## config.mk

```make
export PLATFORM = sky130hd
export DESIGN_NAME = rv64_issue_reg
export DESIGN_NICKNAME = d
export VERILOG_FILES = /design/src/rv64_exec_pkg.sv /design/src/rv64_issue_reg.sv
export VERILOG_INCLUDE_DIRS = /design/src /design/src/src
export SDC_FILE = /design/constraint.sdc
export NUM_CORES = 1
export LEC_CHECK = 0
export ABC_AREA = 1
export BUFFER_PORTS_ARGS = -buffer_cell sky130_fd_sc_hd__buf_4
export CAP_MARGIN = 20
export CORE_AREA = 4 4 264 266
export CTS_CLUSTER_DIAMETER = 100
export DETAILED_ROUTE_END_ITERATION = 8
export DIE_AREA = 0 0 268 270
export MAX_ROUTING_LAYER = met4
export PLACE_DENSITY = 0.37
export SLEW_MARGIN = 10
export SYNTH_ARGS = -nofsm -noshare
export SYNTH_HDL_FRONTEND = slang
export SYNTH_SLANG_ARGS = --single-unit
export TNS_END_PERCENT = 1
```

## constraint.sdc

```tcl
create_clock -name i_clk -period 8.4 [get_ports i_clk]
set_input_delay 0.42 -clock i_clk [delete_from_list [all_inputs] [get_ports i_clk]]
set_output_delay 0.42 -clock i_clk [all_outputs]
set_load 0.03 [all_outputs]
```

## src/rv64_exec_params.svh

```systemverilog
// rv64 exec parameters giving the data width and the RV64IM opcode and funct codes
`ifndef RV64_EXEC_PARAMS_SVH
`define RV64_EXEC_PARAMS_SVH

`define XLEN 64

// major opcodes
`define OP_LUI    7'b0110111
`define OP_AUIPC  7'b0010111
`define OP_JAL    7'b1101111
`define OP_JALR   7'b1100111
`define OP_BRANCH 7'b1100011
`define OP_LOAD   7'b0000011
`define OP_STORE  7'b0100011
`define OP_IMM    7'b0010011
`define OP_IMM32  7'b0011011
`define OP_REG    7'b0110011
`define OP_REG32  7'b0111011
`define OP_SYSTEM 7'b1110011

// integer funct3
`define F3_ADD  3'b000
`define F3_SLL  3'b001
`define F3_SLT  3'b010
`define F3_SLTU 3'b011
`define F3_XOR  3'b100
`define F3_SR   3'b101
`define F3_OR   3'b110
`define F3_AND  3'b111

// branch funct3
`define F3_BEQ  3'b000
`define F3_BNE  3'b001
`define F3_BLT  3'b100
`define F3_BGE  3'b101
`define F3_BLTU 3'b110
`define F3_BGEU 3'b111

// load funct3
`define F3_LB  3'b000
`define F3_LH  3'b001
`define F3_LW  3'b010
`define F3_LD  3'b011
`define F3_LBU 3'b100
`define F3_LHU 3'b101
`define F3_LWU 3'b110

`define F7_BASE   7'b0000000
`define F7_ALT    7'b0100000
`define F7_MULDIV 7'b0000001

`endif

```

## src/rv64_exec_pkg.sv

```systemverilog
// rv64 exec types for op selects, instruction formats and the decode to execute issue
`include "rv64_exec_params.svh"

package rv64_exec_pkg;

  // mul through remu must stay in funct3 order
  typedef enum logic [4:0] {
    ALU_COPY, ALU_ADD, ALU_SUB, ALU_SLT, ALU_SLTU,
    ALU_XOR, ALU_OR, ALU_AND, ALU_SLL, ALU_SRL, ALU_SRA,
    ALU_MUL, ALU_MULH, ALU_MULHSU, ALU_MULHU,
    ALU_DIV, ALU_DIVU, ALU_REM, ALU_REMU
  } alu_op_e;

  typedef enum logic [3:0] {
    BR_NONE, BR_JAL, BR_JALR, BR_BEQ, BR_BNE, BR_BLT, BR_BGE, BR_BLTU, BR_BGEU
  } br_op_e;

  typedef enum logic [2:0] {
    MEM_LB, MEM_LBU, MEM_LH, MEM_LHU, MEM_LW, MEM_LWU, MEM_LD
  } mem_op_e;

  typedef enum logic {ASRC_RS1, ASRC_PC} asrc_e;

  typedef enum logic [1:0] {BSRC_RS2, BSRC_IMM, BSRC_FOUR} bsrc_e;

  typedef struct packed {
    logic [6:0] funct7;
    logic [4:0] rs2;
    logic [4:0] rs1;
    logic [2:0] funct3;
    logic [4:0] rd;
    logic [6:0] opcode;
  } r_fmt_t;

  typedef struct packed {
    logic [11:0] imm;
    logic [4:0]  rs1;
    logic [2:0]  funct3;
    logic [4:0]  rd;
    logic [6:0]  opcode;
  } i_fmt_t;

  typedef struct packed {
    logic [6:0] imm_hi;
    logic [4:0] rs2;
    logic [4:0] rs1;
    logic [2:0] funct3;
    logic [4:0] imm_lo;
    logic [6:0] opcode;
  } s_fmt_t;

  typedef struct packed {
    logic       imm12;
    logic [5:0] imm10_5;
    logic [4:0] rs2;
    logic [4:0] rs1;
    logic [2:0] funct3;
    logic [3:0] imm4_1;
    logic       imm11;
    logic [6:0] opcode;
  } b_fmt_t;

  typedef struct packed {
    logic [19:0] imm;
    logic [4:0]  rd;
    logic [6:0]  opcode;
  } u_fmt_t;

  typedef struct packed {
    logic       imm20;
    logic [9:0] imm10_1;
    logic       imm11;
    logic [7:0] imm19_12;
    logic [4:0] rd;
    logic [6:0] opcode;
  } j_fmt_t;

  typedef union packed {
    r_fmt_t r_fmt;
    i_fmt_t i_fmt;
    s_fmt_t s_fmt;
    b_fmt_t b_fmt;
    u_fmt_t u_fmt;
    j_fmt_t j_fmt;
  } inst_u;

  typedef struct packed {
    logic [`XLEN-1:0] pc;
    logic [`XLEN-1:0] rs1;
    logic [`XLEN-1:0] rs2;
    logic [`XLEN-1:0] imm;
    logic [`XLEN-1:0] rdata;
    alu_op_e          alu;
    br_op_e           br;
    mem_op_e          mem;
    asrc_e            asrc;
    bsrc_e            bsrc;
    logic             word_cut;
    logic             mem_to_reg;
    logic             ebreak;
    logic             illegal;
  } issue_t;

endpackage

```

## src/rv64_issue_reg.sv

```systemverilog
// rv64 decode to execute pipeline register with sticky halt after ebreak
module rv64_issue_reg (
  input  logic                  i_clk,
  input  logic                  i_rst,
  input  logic                  i_valid,
  input  rv64_exec_pkg::issue_t i_issue,
  output logic                  o_valid,
  output rv64_exec_pkg::issue_t o_issue,
  output logic                  o_halt
);

  logic halt_q;
  logic accept;

  // halt shows with the ebreak result, then holds
  assign o_halt = halt_q | (o_valid & o_issue.ebreak);
  assign accept = i_valid & ~o_halt;

  always_ff @(posedge i_clk) begin
    if (i_rst) begin
      o_valid <= 1'b0;
      halt_q  <= 1'b0;
    end else begin
      o_valid <= accept;
      halt_q  <= o_halt;
    end
  end

  always_ff @(posedge i_clk) begin
    if (accept)
      o_issue <= i_issue;
  end

endmodule

```

==> results.md <==
Run status:
- The run finished with clean final reports.

Placed design:
- The estimated wirelength of the detail-placed design is 29.8 mm.
- The worst slack after detailed placement is 5720 ps.
- The congestion estimate from routability-driven global placement came to 0.776.
- The count of buffers added on input and output ports is 682.

Timing:
- The clock period minus final worst setup slack is 2650 ps.
- The worst slew margin relative to its limit is 36.3%.
- Setup total negative slack on the finished layout was measured at 0 ps.
- The number of hold-slack violations in the final timing report is 0.
- For the pin with the worst max-slew slack, the measured transition is 956 ps.
- The minimum hold slack is 51.4 ps.
- The total setup violations reported at the end of the flow is 0.
- In the post-route analysis, the smallest setup slack over all paths is 5750 ps.
- The final clock skew is 21.4 ps.
- The final number of max-transition violations is 0.
- The share of the clock period used by the worst path is 31.5%.
- Setup repair after global routing left no endpoint under its margin.
- The achievable clock frequency is 0.378 GHz.

Die:
- The core footprint is 0.0670 sq mm.
- The row count is 95.
- Measured along the y axis, the die boundary spans 270 microns.
- The initial standard-cell utilization of the core is 15.3%.
- The die covers 0.0724 sq mm.
- The top-level port count is 683.
- Measured along the x axis, the die boundary spans 268 microns.

Clock network:
- Buffers inserted during clock tree synthesis total 44.
- The clock tree root buffer cell is sky130_fd_sc_hd__clkbuf_16.
- Clock latency on the worst-skew pair, taken at its later pin, is 560 ps.
- The post-CTS repair timing setup buffer count is 0.
- The clock tree from TritonCTS is done.
- Clock-pin slew was measured on the worst setup and hold paths at 60 ps.
- CTS saw 341 sinks.
- Counting along the longest clock path gives a buffer depth of 3.
- The H-tree was split into 2 levels.

Yosys:
- The distinct cell type count after synthesis is 9.
- Synthesis produced 348 cells.
- After synthesis, the cell types taking the most area are sky130_fd_sc_hd__edfxtp_1, sky130_fd_sc_hd__dfxtp_1, sky130_fd_sc_hd__nand3_2.
- The flip-flop and latch count after synthesis is 341.
- The portion of the post-synthesis area used by sequential elements is 99.6%.
- In this run the mean area of a mapped cell was 29.5 sq um.
- Summed over its instances, the top area cell type makes up 99.2% of the synthesized netlist area.
- The total of warnings raised by yosys is 0.
- The number of nets in the synthesized netlist is 690.
- sky130_fd_sc_hd__edfxtp_1 takes more of the synthesized area than any other cell.
- The area of the mapped netlist is 0.0103 sq mm.

Critical path:
- The signal on the critical path passes through nand2_2 > nand3_2 > inv_8 > buf_4.
- Broken down by cell family, the worst path's largest delay share belongs to buffers and inverters.
- The type of element launching the critical path is a flop.
- The number of cell instances on the worst register-to-register path is 4.
- The worst register-to-register path begins at o_issue[1].
- The worst register-to-register path has a setup slack of 5750 ps.
- The critical path in this run is classified as reg -> reg.
- The kind of end point of the critical path is a flop.
- Along the worst path, the maximum fanout reaches 113.
- Data arrives at the worst endpoint at 2820 ps.
- Among all stages on the critical path, the largest delay is contributed by sky130_fd_sc_hd__buf_4.
- In this design, the stage delay of the slowest critical-path cell is 850 ps.
- The buffers plus inverters on the worst setup path is 2.
- The required time of the critical path is 8580 ps.
- The end of the worst register-to-register path is o_issue[331].

Detailed routing:
- After detailed routing, the average wire length per cell comes to 17.3 microns.
- The vias per cell is 3.30.
- The count of nets left with antenna violations once routing finished came out at 0.
- The post-route DRC violation count is 0.
- The total wire length after detailed routing is 40.0 mm.
- The first detailed-routing pass took 4 iterations.
- The routed layout has 7633 vias.
- The starting DRC count in detailed routing is 314.

Pwr:
- In this run the power density over the cells is 215 mW/mm^2.
- The worst voltage drop across the vdd grid is 150 uV.
- In this run the static leakage power is 8.59 nW.

Final layout:
- The layout cell share with drive strength beyond 1 is 52.0%.
- Leaving out fill and tap cells, the most frequent cell in the layout is sky130_fd_sc_hd__buf_4.
- The number of nets in the layout is 1741.
- The number of fill cells is 6685.
- In the layout the commonest cells are sky130_fd_sc_hd__buf_4, sky130_fd_sc_hd__edfxtp_1, sky130_fd_sc_hd__dlygate4sd3_1.
- The synthesis-to-finish area growth is 106%.

Min path:
- The hold-critical path depth is 1.
- The path category of the worst min-delay check is in -> reg.
- For hold timing, the worst endpoint is o_issue[132].
- The launch point of the worst hold path is i_issue[132].

Global route:
- The via count of the first global-routing pass came to 8673.
- The aggregate global-route resource usage is 10.8%.
- The first-pass GRT wire length is 56.5 mm.
- For this run the aggregate overflow at the end of global routing stands at 0.
- Entering global routing, the biggest net connects 157 pins.
- The number of antenna violations at the first check in global routing is 7.

Run:
- The tool flagged a number of max-cap violations equal to 0.
-- per-layer routing --
metal | share of wire, % | routed length (microns) | GRT usage [%]
met2 | 55 | 22200 | 20.1
met4 | 2.8 | 1110 | 3.71
met3 | 7.9 | 3140 | 3.21
met1 | 34 | 13600 | 10.6
met5 | 0 | 0 | -
-- cell families after synthesis --
logic type             Yosys count  synth area share, %
AND/OR/NAND/NOR                  4                0.256
flip-flops                     341                 99.6
buffers and inverters            2               0.0731
AO/OA/AOI/OAI                    1               0.0487
-- area by class of cell --
| cell class | count | area (sq um) | share of cell area (%) |
|---|---|---|---|
| Clock buffer | 58 | 1150 | 5.47 |
| Timing Repair Buffer | 1005 | 8360 | 39.6 |
| Tap cell | 873 | 1090 | 5.18 |
| Sequential cell | 341 | 10200 | 48.5 |
| Clock inverter | 23 | 204 | 0.967 |
| Antenna cell | 6 | 15.0 | 0.0712 |
| Multi-Input combinational cell | 5 | 31.3 | 0.148 |
| Inverter | 2 | 15.0 | 0.0712 |
-- state kept, by name, indices dropped and copies added (netlist names) --
register  cells
halt_q        1
o_issue     339
o_valid       1
-- cells in the mapped netlist --
master	number
sky130_fd_sc_hd__a21oi_1	1
sky130_fd_sc_hd__nand3_2	1
sky130_fd_sc_hd__edfxtp_1	339
sky130_fd_sc_hd__inv_1	1
sky130_fd_sc_hd__dfxtp_1	2
sky130_fd_sc_hd__nand2_2	1
sky130_fd_sc_hd__inv_2	1
sky130_fd_sc_hd__nand2_1	1
sky130_fd_sc_hd__nor2_2	1
-- report_power, final --
| group | total [mW] | leakage (nW) | switching [mW] | internal [mW] |
|---|---|---|---|---|
| Sequential | 2.05 | 3.28 | 0.0337 | 2.02 |
| Combinational | 0.719 | 4.66 | 0.391 | 0.328 |
| Clock | 1.77 | 0.653 | 0.737 | 1.04 |
| Total | 4.54 | 8.59 | 1.16 | 3.38 |
-- worst max path at each step --
| stage | from | endpoint | cells past startpoint |
|---|---|---|---|
| 6_report | o_issue[1] | o_issue[331] | 4 |
| 5_1_grt | o_issue[1] | o_issue[331] | 4 |
| 4_1_cts | o_issue[1] | o_issue[331] | 4 |
| 3_5_place_dp | i_valid | o_issue[32] | 4 |
| 3_3_place_gp | i_valid | o_issue[263] | 4 |
| 2_1_floorplan | o_issue[1] | o_issue[0] | 3 |
-- through the flow --
stage / total power, mW / util [%] / area [sq um] / std cells
6_report: 4.54 / 31.5 / 21100 / 2313
5_1_grt: 4.74 / 31.5 / 21100 / 2313
4_1_cts: 4.64 / 31.4 / 21100 / 2307
3_5_place_dp: 2.69 / 24.6 / 16500 / 1905
3_3_place_gp: 2.68 / 24.6 / 16500 / 1905
2_1_floorplan: 2.38 / - / 10300 / 348
-- repair_timing --
action,in CTS,in global routing
hold endpoints to repair,321,0
gates resized for setup,0,0
setup endpoints to repair,0,0
hold buffers,321,0
(Power assumes the default switching activity.)
