[src/rv64_exec_params.svh]
// rv64 exec parameters giving the data width and the RV64IM opcode and funct codes
`ifndef RV64_EXEC_PARAMS_SVH
`define RV64_EXEC_PARAMS_SVH

`define XLEN 64

// major opcodes
`define OP_LUI    7'b0110111
`define OP_AUIPC  7'b0010111
`define OP_JAL    7'b1101111
`define OP_JALR   7'b1100111
`define OP_BRANCH 7'b1100011
`define OP_LOAD   7'b0000011
`define OP_STORE  7'b0100011
`define OP_IMM    7'b0010011
`define OP_IMM32  7'b0011011
`define OP_REG    7'b0110011
`define OP_REG32  7'b0111011
`define OP_SYSTEM 7'b1110011

// integer funct3
`define F3_ADD  3'b000
`define F3_SLL  3'b001
`define F3_SLT  3'b010
`define F3_SLTU 3'b011
`define F3_XOR  3'b100
`define F3_SR   3'b101
`define F3_OR   3'b110
`define F3_AND  3'b111

// branch funct3
`define F3_BEQ  3'b000
`define F3_BNE  3'b001
`define F3_BLT  3'b100
`define F3_BGE  3'b101
`define F3_BLTU 3'b110
`define F3_BGEU 3'b111

// load funct3
`define F3_LB  3'b000
`define F3_LH  3'b001
`define F3_LW  3'b010
`define F3_LD  3'b011
`define F3_LBU 3'b100
`define F3_LHU 3'b101
`define F3_LWU 3'b110

`define F7_BASE   7'b0000000
`define F7_ALT    7'b0100000
`define F7_MULDIV 7'b0000001

`endif

[src/rv64_exec_pkg.sv]
// rv64 exec types for op selects, instruction formats and the decode to execute issue
`include "rv64_exec_params.svh"

package rv64_exec_pkg;

  // mul through remu must stay in funct3 order
  typedef enum logic [4:0] {
    ALU_COPY, ALU_ADD, ALU_SUB, ALU_SLT, ALU_SLTU,
    ALU_XOR, ALU_OR, ALU_AND, ALU_SLL, ALU_SRL, ALU_SRA,
    ALU_MUL, ALU_MULH, ALU_MULHSU, ALU_MULHU,
    ALU_DIV, ALU_DIVU, ALU_REM, ALU_REMU
  } alu_op_e;

  typedef enum logic [3:0] {
    BR_NONE, BR_JAL, BR_JALR, BR_BEQ, BR_BNE, BR_BLT, BR_BGE, BR_BLTU, BR_BGEU
  } br_op_e;

  typedef enum logic [2:0] {
    MEM_LB, MEM_LBU, MEM_LH, MEM_LHU, MEM_LW, MEM_LWU, MEM_LD
  } mem_op_e;

  typedef enum logic {ASRC_RS1, ASRC_PC} asrc_e;

  typedef enum logic [1:0] {BSRC_RS2, BSRC_IMM, BSRC_FOUR} bsrc_e;

  typedef struct packed {
    logic [6:0] funct7;
    logic [4:0] rs2;
    logic [4:0] rs1;
    logic [2:0] funct3;
    logic [4:0] rd;
    logic [6:0] opcode;
  } r_fmt_t;

  typedef struct packed {
    logic [11:0] imm;
    logic [4:0]  rs1;
    logic [2:0]  funct3;
    logic [4:0]  rd;
    logic [6:0]  opcode;
  } i_fmt_t;

  typedef struct packed {
    logic [6:0] imm_hi;
    logic [4:0] rs2;
    logic [4:0] rs1;
    logic [2:0] funct3;
    logic [4:0] imm_lo;
    logic [6:0] opcode;
  } s_fmt_t;

  typedef struct packed {
    logic       imm12;
    logic [5:0] imm10_5;
    logic [4:0] rs2;
    logic [4:0] rs1;
    logic [2:0] funct3;
    logic [3:0] imm4_1;
    logic       imm11;
    logic [6:0] opcode;
  } b_fmt_t;

  typedef struct packed {
    logic [19:0] imm;
    logic [4:0]  rd;
    logic [6:0]  opcode;
  } u_fmt_t;

  typedef struct packed {
    logic       imm20;
    logic [9:0] imm10_1;
    logic       imm11;
    logic [7:0] imm19_12;
    logic [4:0] rd;
    logic [6:0] opcode;
  } j_fmt_t;

  typedef union packed {
    r_fmt_t r_fmt;
    i_fmt_t i_fmt;
    s_fmt_t s_fmt;
    b_fmt_t b_fmt;
    u_fmt_t u_fmt;
    j_fmt_t j_fmt;
  } inst_u;

  typedef struct packed {
    logic [`XLEN-1:0] pc;
    logic [`XLEN-1:0] rs1;
    logic [`XLEN-1:0] rs2;
    logic [`XLEN-1:0] imm;
    logic [`XLEN-1:0] rdata;
    alu_op_e          alu;
    br_op_e           br;
    mem_op_e          mem;
    asrc_e            asrc;
    bsrc_e            bsrc;
    logic             word_cut;
    logic             mem_to_reg;
    logic             ebreak;
    logic             illegal;
  } issue_t;

endpackage

[src/rv64_idu.sv]
// rv64 decode unit that turns one instruction word into an execute issue
`include "rv64_exec_params.svh"

module rv64_idu (
  input  logic                  i_valid,
  input  rv64_exec_pkg::inst_u  i_inst,
  input  logic [`XLEN-1:0]      i_pc,
  input  logic [`XLEN-1:0]      i_rs1_val,
  input  logic [`XLEN-1:0]      i_rs2_val,
  input  logic [`XLEN-1:0]      i_rdata,
  output logic                  o_valid,
  output rv64_exec_pkg::issue_t o_issue
);
  import rv64_exec_pkg::*;

  logic [6:0]       opcode;
  logic [2:0]       funct3;
  logic [6:0]       funct7;
  logic [6:0]       shift_f7;
  logic             is_word;
  logic             is_reg;
  logic             is_ebreak;
  logic [`XLEN-1:0] imm_i, imm_s, imm_b, imm_u, imm_j;

  function automatic alu_op_e base_op(input logic [2:0] f3);
    case (f3)
      `F3_ADD:  return ALU_ADD;
      `F3_SLL:  return ALU_SLL;
      `F3_SLT:  return ALU_SLT;
      `F3_SLTU: return ALU_SLTU;
      `F3_XOR:  return ALU_XOR;
      `F3_SR:   return ALU_SRL;
      `F3_OR:   return ALU_OR;
      `F3_AND:  return ALU_AND;
      default:  return ALU_ADD;
    endcase
  endfunction

  assign opcode = i_inst.r_fmt.opcode;
  assign funct3 = i_inst.r_fmt.funct3;
  assign funct7 = i_inst.r_fmt.funct7;

  // rv64 shamt takes bit 25 in op-imm
  assign shift_f7 = (opcode == `OP_IMM) ? {funct7[6:1], 1'b0} : funct7;
  assign is_word  = (opcode == `OP_IMM32) || (opcode == `OP_REG32);
  assign is_reg   = (opcode == `OP_REG) || (opcode == `OP_REG32);

  assign imm_i = {{(`XLEN-12){i_inst.i_fmt.imm[11]}}, i_inst.i_fmt.imm};
  assign imm_s = {{(`XLEN-12){i_inst.s_fmt.imm_hi[6]}}, i_inst.s_fmt.imm_hi,
                  i_inst.s_fmt.imm_lo};
  assign imm_b = {{(`XLEN-12){i_inst.b_fmt.imm12}}, i_inst.b_fmt.imm11,
                  i_inst.b_fmt.imm10_5, i_inst.b_fmt.imm4_1, 1'b0};
  assign imm_u = {{(`XLEN-32){i_inst.u_fmt.imm[19]}}, i_inst.u_fmt.imm, 12'b0};
  assign imm_j = {{(`XLEN-20){i_inst.j_fmt.imm20}}, i_inst.j_fmt.imm19_12,
                  i_inst.j_fmt.imm11, i_inst.j_fmt.imm10_1, 1'b0};

  assign is_ebreak = (i_inst.i_fmt.imm == 12'h001) && (i_inst.i_fmt.rs1 == 5'd0) &&
                     (i_inst.i_fmt.funct3 == 3'd0) && (i_inst.i_fmt.rd == 5'd0);

  assign o_valid = i_valid;

  always_comb begin
    o_issue       = '0;
    o_issue.pc    = i_pc;
    o_issue.rs1   = i_rs1_val;
    o_issue.rs2   = i_rs2_val;
    o_issue.rdata = i_rdata;
    o_issue.alu   = ALU_ADD;
    o_issue.br    = BR_NONE;
    o_issue.mem   = MEM_LD;
    o_issue.asrc  = ASRC_RS1;
    o_issue.bsrc  = BSRC_RS2;
    case (opcode)
      `OP_LUI: begin
        o_issue.imm = imm_u;
        o_issue.alu = ALU_COPY;
      end
      `OP_AUIPC: begin
        o_issue.imm  = imm_u;
        o_issue.asrc = ASRC_PC;
        o_issue.bsrc = BSRC_IMM;
      end
      `OP_JAL, `OP_JALR: begin
        // link value pc+4 comes out of the alu
        o_issue.imm     = (opcode == `OP_JAL) ? imm_j : imm_i;
        o_issue.br      = (opcode == `OP_JAL) ? BR_JAL : BR_JALR;
        o_issue.asrc    = ASRC_PC;
        o_issue.bsrc    = BSRC_FOUR;
        o_issue.illegal = (opcode == `OP_JALR) && (funct3 != 3'b000);
      end
      `OP_BRANCH: begin
        o_issue.imm = imm_b;
        o_issue.alu = ALU_SUB;
        case (funct3)
          `F3_BEQ:  o_issue.br = BR_BEQ;
          `F3_BNE:  o_issue.br = BR_BNE;
          `F3_BLT:  o_issue.br = BR_BLT;
          `F3_BGE:  o_issue.br = BR_BGE;
          `F3_BLTU: o_issue.br = BR_BLTU;
          `F3_BGEU: o_issue.br = BR_BGEU;
          default:  o_issue.illegal = 1'b1;
        endcase
      end
      `OP_LOAD: begin
        o_issue.imm        = imm_i;
        o_issue.bsrc       = BSRC_IMM;
        o_issue.mem_to_reg = 1'b1;
        case (funct3)
          `F3_LB:  o_issue.mem = MEM_LB;
          `F3_LH:  o_issue.mem = MEM_LH;
          `F3_LW:  o_issue.mem = MEM_LW;
          `F3_LD:  o_issue.mem = MEM_LD;
          `F3_LBU: o_issue.mem = MEM_LBU;
          `F3_LHU: o_issue.mem = MEM_LHU;
          `F3_LWU: o_issue.mem = MEM_LWU;
          default: o_issue.illegal = 1'b1;
        endcase
      end
      `OP_STORE: begin
        // address only
        o_issue.imm     = imm_s;
        o_issue.bsrc    = BSRC_IMM;
        o_issue.illegal = funct3[2];
      end
      `OP_IMM, `OP_IMM32, `OP_REG, `OP_REG32: begin
        o_issue.word_cut = is_word;
        if (!is_reg) begin
          o_issue.imm  = imm_i;
          o_issue.bsrc = BSRC_IMM;
        end
        if (is_reg && funct7 == `F7_MULDIV) begin
          o_issue.alu     = alu_op_e'(ALU_MUL + 5'(funct3));
          // no mulh forms in op-32
          o_issue.illegal = is_word && (funct3 != 3'b000) && !funct3[2];
        end else begin
          o_issue.alu = base_op(funct3);
          case (funct3)
            `F3_ADD: begin
              if (is_reg && funct7 == `F7_ALT)
                o_issue.alu = ALU_SUB;
              else
                o_issue.illegal = is_reg && (funct7 != `F7_BASE);
            end
            `F3_SLL: o_issue.illegal = shift_f7 != `F7_BASE;
            `F3_SR: begin
              if (shift_f7 == `F7_ALT)
                o_issue.alu = ALU_SRA;
              else
                o_issue.illegal = shift_f7 != `F7_BASE;
            end
            default: o_issue.illegal = is_word || (is_reg && funct7 != `F7_BASE);
          endcase
        end
      end
      `OP_SYSTEM: begin
        o_issue.ebreak  = is_ebreak;
        o_issue.illegal = !is_ebreak;
      end
      default: o_issue.illegal = 1'b1;
    endcase
  end

endmodule

[config.mk]
export PLATFORM = sky130hd
export DESIGN_NAME = rv64_idu
export DESIGN_NICKNAME = d
export VERILOG_FILES = /design/src/rv64_exec_pkg.sv /design/src/rv64_idu.sv
export VERILOG_INCLUDE_DIRS = /design/src /design/src/src
export SDC_FILE = /design/constraint.sdc
export NUM_CORES = 1
export LEC_CHECK = 0
export BUFFER_PORTS_ARGS = -buffer_cell sky130_fd_sc_hd__buf_2
export CORE_AREA = 2 2 243 245
export DETAILED_ROUTE_END_ITERATION = 16
export DIE_AREA = 0 0 245 247
export PLACE_DENSITY = 0.31
export SYNTH_ARGS = -nofsm -noshare
export SYNTH_HDL_FRONTEND = slang
export SYNTH_SLANG_ARGS = --single-unit
[constraint.sdc]
create_clock -name vclk -period 6.2
set_input_delay 1.55 -clock vclk [all_inputs]
set_output_delay 1.55 -clock vclk [all_outputs]
set_load 0.005 [all_outputs]
==> impl_metrics.yaml <==
power:
  power.total_mw: 0.0923
  ir_drop_mv: 0.00935
  cellLeakagePower_nw: 1.21
  power_density_nw_per_um2: 32.9
grt:
  grt-ovfl-total: 0
  antenna_found_initial: 7
  global_route.usage.met1_pct: 4.39
  gr-usage-met3_pct: 4.49
  via_count_of_the_first_global_routing_pass: 2407
  grt_first_pass_wirelength_um: 21600
  grtUsageTotal_pct: 5.26
  grt_max_degree: 34
  grt-busiest-layer: "met2"
  grt_util_met2_pct: 8.57
synthesis:
  synth_fp_nets: 789
  syn_area_um2: 3440
  yosys.area_share.xor_xnor_pct: 0
  synth_top_cells_by_count: "buf_4, nor2_1, a21o_1"
  ys.warnings.count: 0
  synthMostInstantiatedCell: "buf_4"
  synth_fa_ha_area_share_pct: 2.54
  share_of_the_synthesized_area_in_compound_gates_ao_oa_aoi_oai_pct: 15.3
  netlist-cell-type-count: 48
  syn-mean-instance-area_um2: 6.98
  yosysTopAreaCellShare_pct: 63.0
  synth_area_leader_cell: "buf_4"
  portion_of_the_post_synthesis_area_used_by_sequential_elements_pct: 0
  yosys-top-cells-area: "buf_4, a21o_1, ha_1"
  synth_simple_gate_area_share_pct: 15.1
  yosys-mux-area-fraction_pct: 0.909
  synth_cells: 493
  synth_top_family_by_area: "buffers and inverters"
layout:
  areaGrowthSynthToFinish_pct: -18.4
  final_layout_net_count: 606
  seqCellArea_um2: 0
  drive_gt1_share_pct: 41.9
  clockBufferCount: 0
  multiInputGateArea_um2: 1180
  n_fill_cell: 6912
  nFlopsAndLatches: 0
timing:
  finalSetupTns_ps: 0
  hold-worst-slack_ps: 3100
  rsz0062_at_grt: "false"
  slew_violations: 0
  maxClockFrequency_ghz: 0.187
  tightestPinTransition_ps: 812
  setup_viol: 0
  finalHoldViolCount: 0
  finalWorstSetupSlack_ps: 857
  timing.final.crit_period_ps: 5340
  timing.max_slew.rel_slack_pct: 45.9
  layout_worst_path_cycle_share_pct: 86.2
hold_path:
  worst_hold_path.endpoint: "o_issue[147]"
  worst_hold_path.num_cells: 0
  holdCritPathClass: "input pin to primary output"
  worstHoldStart: "i_rs2_val[0]"
drt:
  totalWireLength_um: 17300
  firstDrtPassIters: 4
  wl_per_cell_um: 16.0
  via_count: 2416
  remaining_drc_errors: 0
  detail-route-antenna-nets: 0
  drt-vias-per-instance: 2.23
  drt_iter0_drc: 112
die:
  dieHeight_um: 247
  pin_count: 629
  die-area_um2: 60500
  fp.dieW_um: 245
  core-area_um2: 58200
  num_rows: 89
  effective_utilization_at_floorplan_pct: 5.91
setup_path:
  timing.critical_path.arrival_ps: 3790
  worst_ep_required_time_ps: 4650
  critPathMaxFanout: 13
  timing.critical_path.from_type: "input pin"
  cp-startpoint: "i_inst[12]"
  path_class: "input pin to primary output"
  end_kind: "primary output"
cts:
  post-cts-setup-buffers: 0
  post_cts_hold_buffer_count: 0
  post_cts_resized: 0
place:
  place_ws_ps: 839
  dp_hpwl_um: 15000
  gp_routability_congestion: 0.702
  place.port_buffers: 115
outcome:
  outcome: "finished clean"
job:
  drv.max_cap_violation_count: 0
## placed cells by master (no fill, tap or decap), types with 2 or more instances in the layout
cell type  Yosys  final
a21oi_1       15     15
o21ai_0       12     12
nand2_1       14     14
buf_4        289      6
a211oi_1       5      3
buf_2          1    115
nand3b_1       2      2
nor3_1        11     11
a32oi_1        2      2
and3_1         4      4
nor2_1        22     22
a21o_1        20     20
o21a_1         2      2
nor2b_1        5      5
or2_2          2      2
nand3_1        4      4
and2_1         9      9
ha_1           7      7
nand2b_1       6      6
mux2i_1        2      2
a22o_1         5      5
nor4b_1        3      3
inv_1          9      9
o32ai_1        2      2
nor4_1         2      2
or4_1          3      3
## worst max path at each step
stage / slack [ps] / endpoint / cells after the start
CTS: 840 / o_issue[0] / 9
global route: 640 / o_issue[0] / 9
finish: 860 / o_issue[0] / 9
global placement: 910 / o_issue[0] / 9
detailed placement: 840 / o_issue[0] / 9
floorplan: 290 / o_issue[115] / 6
## power breakdown
part           internal (mW)  leakage [nW]    total (mW)  switching [mW]
Sequential                 0             0             0               0
Clock           0.0000000220    0.00000634  0.0000000220               0
Combinational         0.0331          1.21        0.0923          0.0592
Total                 0.0331          1.21        0.0923          0.0592
## cell type report
| class | count | area share (%) |
|---|---|---|
| Antenna cell | 1 | 0.0891 |
| Timing Repair Buffer | 121 | 22.1 |
| Inverter | 9 | 1.20 |
| Multi-Input combinational cell | 178 | 42.2 |
| Tap cell | 773 | 34.4 |
## kinds of logic (layout without fill, tap and decap cells)
group           Yosys count  in the layout
mux                       3              3
buf+inv                 315            130
simple gates             93             93
compound gates           75             75
fa+ha+maj                 7              7
other cells               0              1
## metal layers
layer  vias up  wire length, um
met5         -               49
met4         8             1040
met3       110             3280
met2       316             8010
met1      1014             4890
li1        968                -
## per-stage QoR
stage	util, %	instance area, um2	std cells
floorplan	-	3440	493
global placement	4.82	2810	1081
detailed placement	4.82	2810	1081
CTS	4.82	2810	1081
global route	4.82	2810	1081
finish	4.82	2810	1082
## worst max-delay path: stages
cell and delay (ps):
buf_2 180, inv_1 130, ha_1 230, ha_1 460, nand4_1 160, or4_4 570, a221oi_2 240, o21ai_1 110
buf_2 160
No activity file was read; power rests on OpenSTA's default activity.
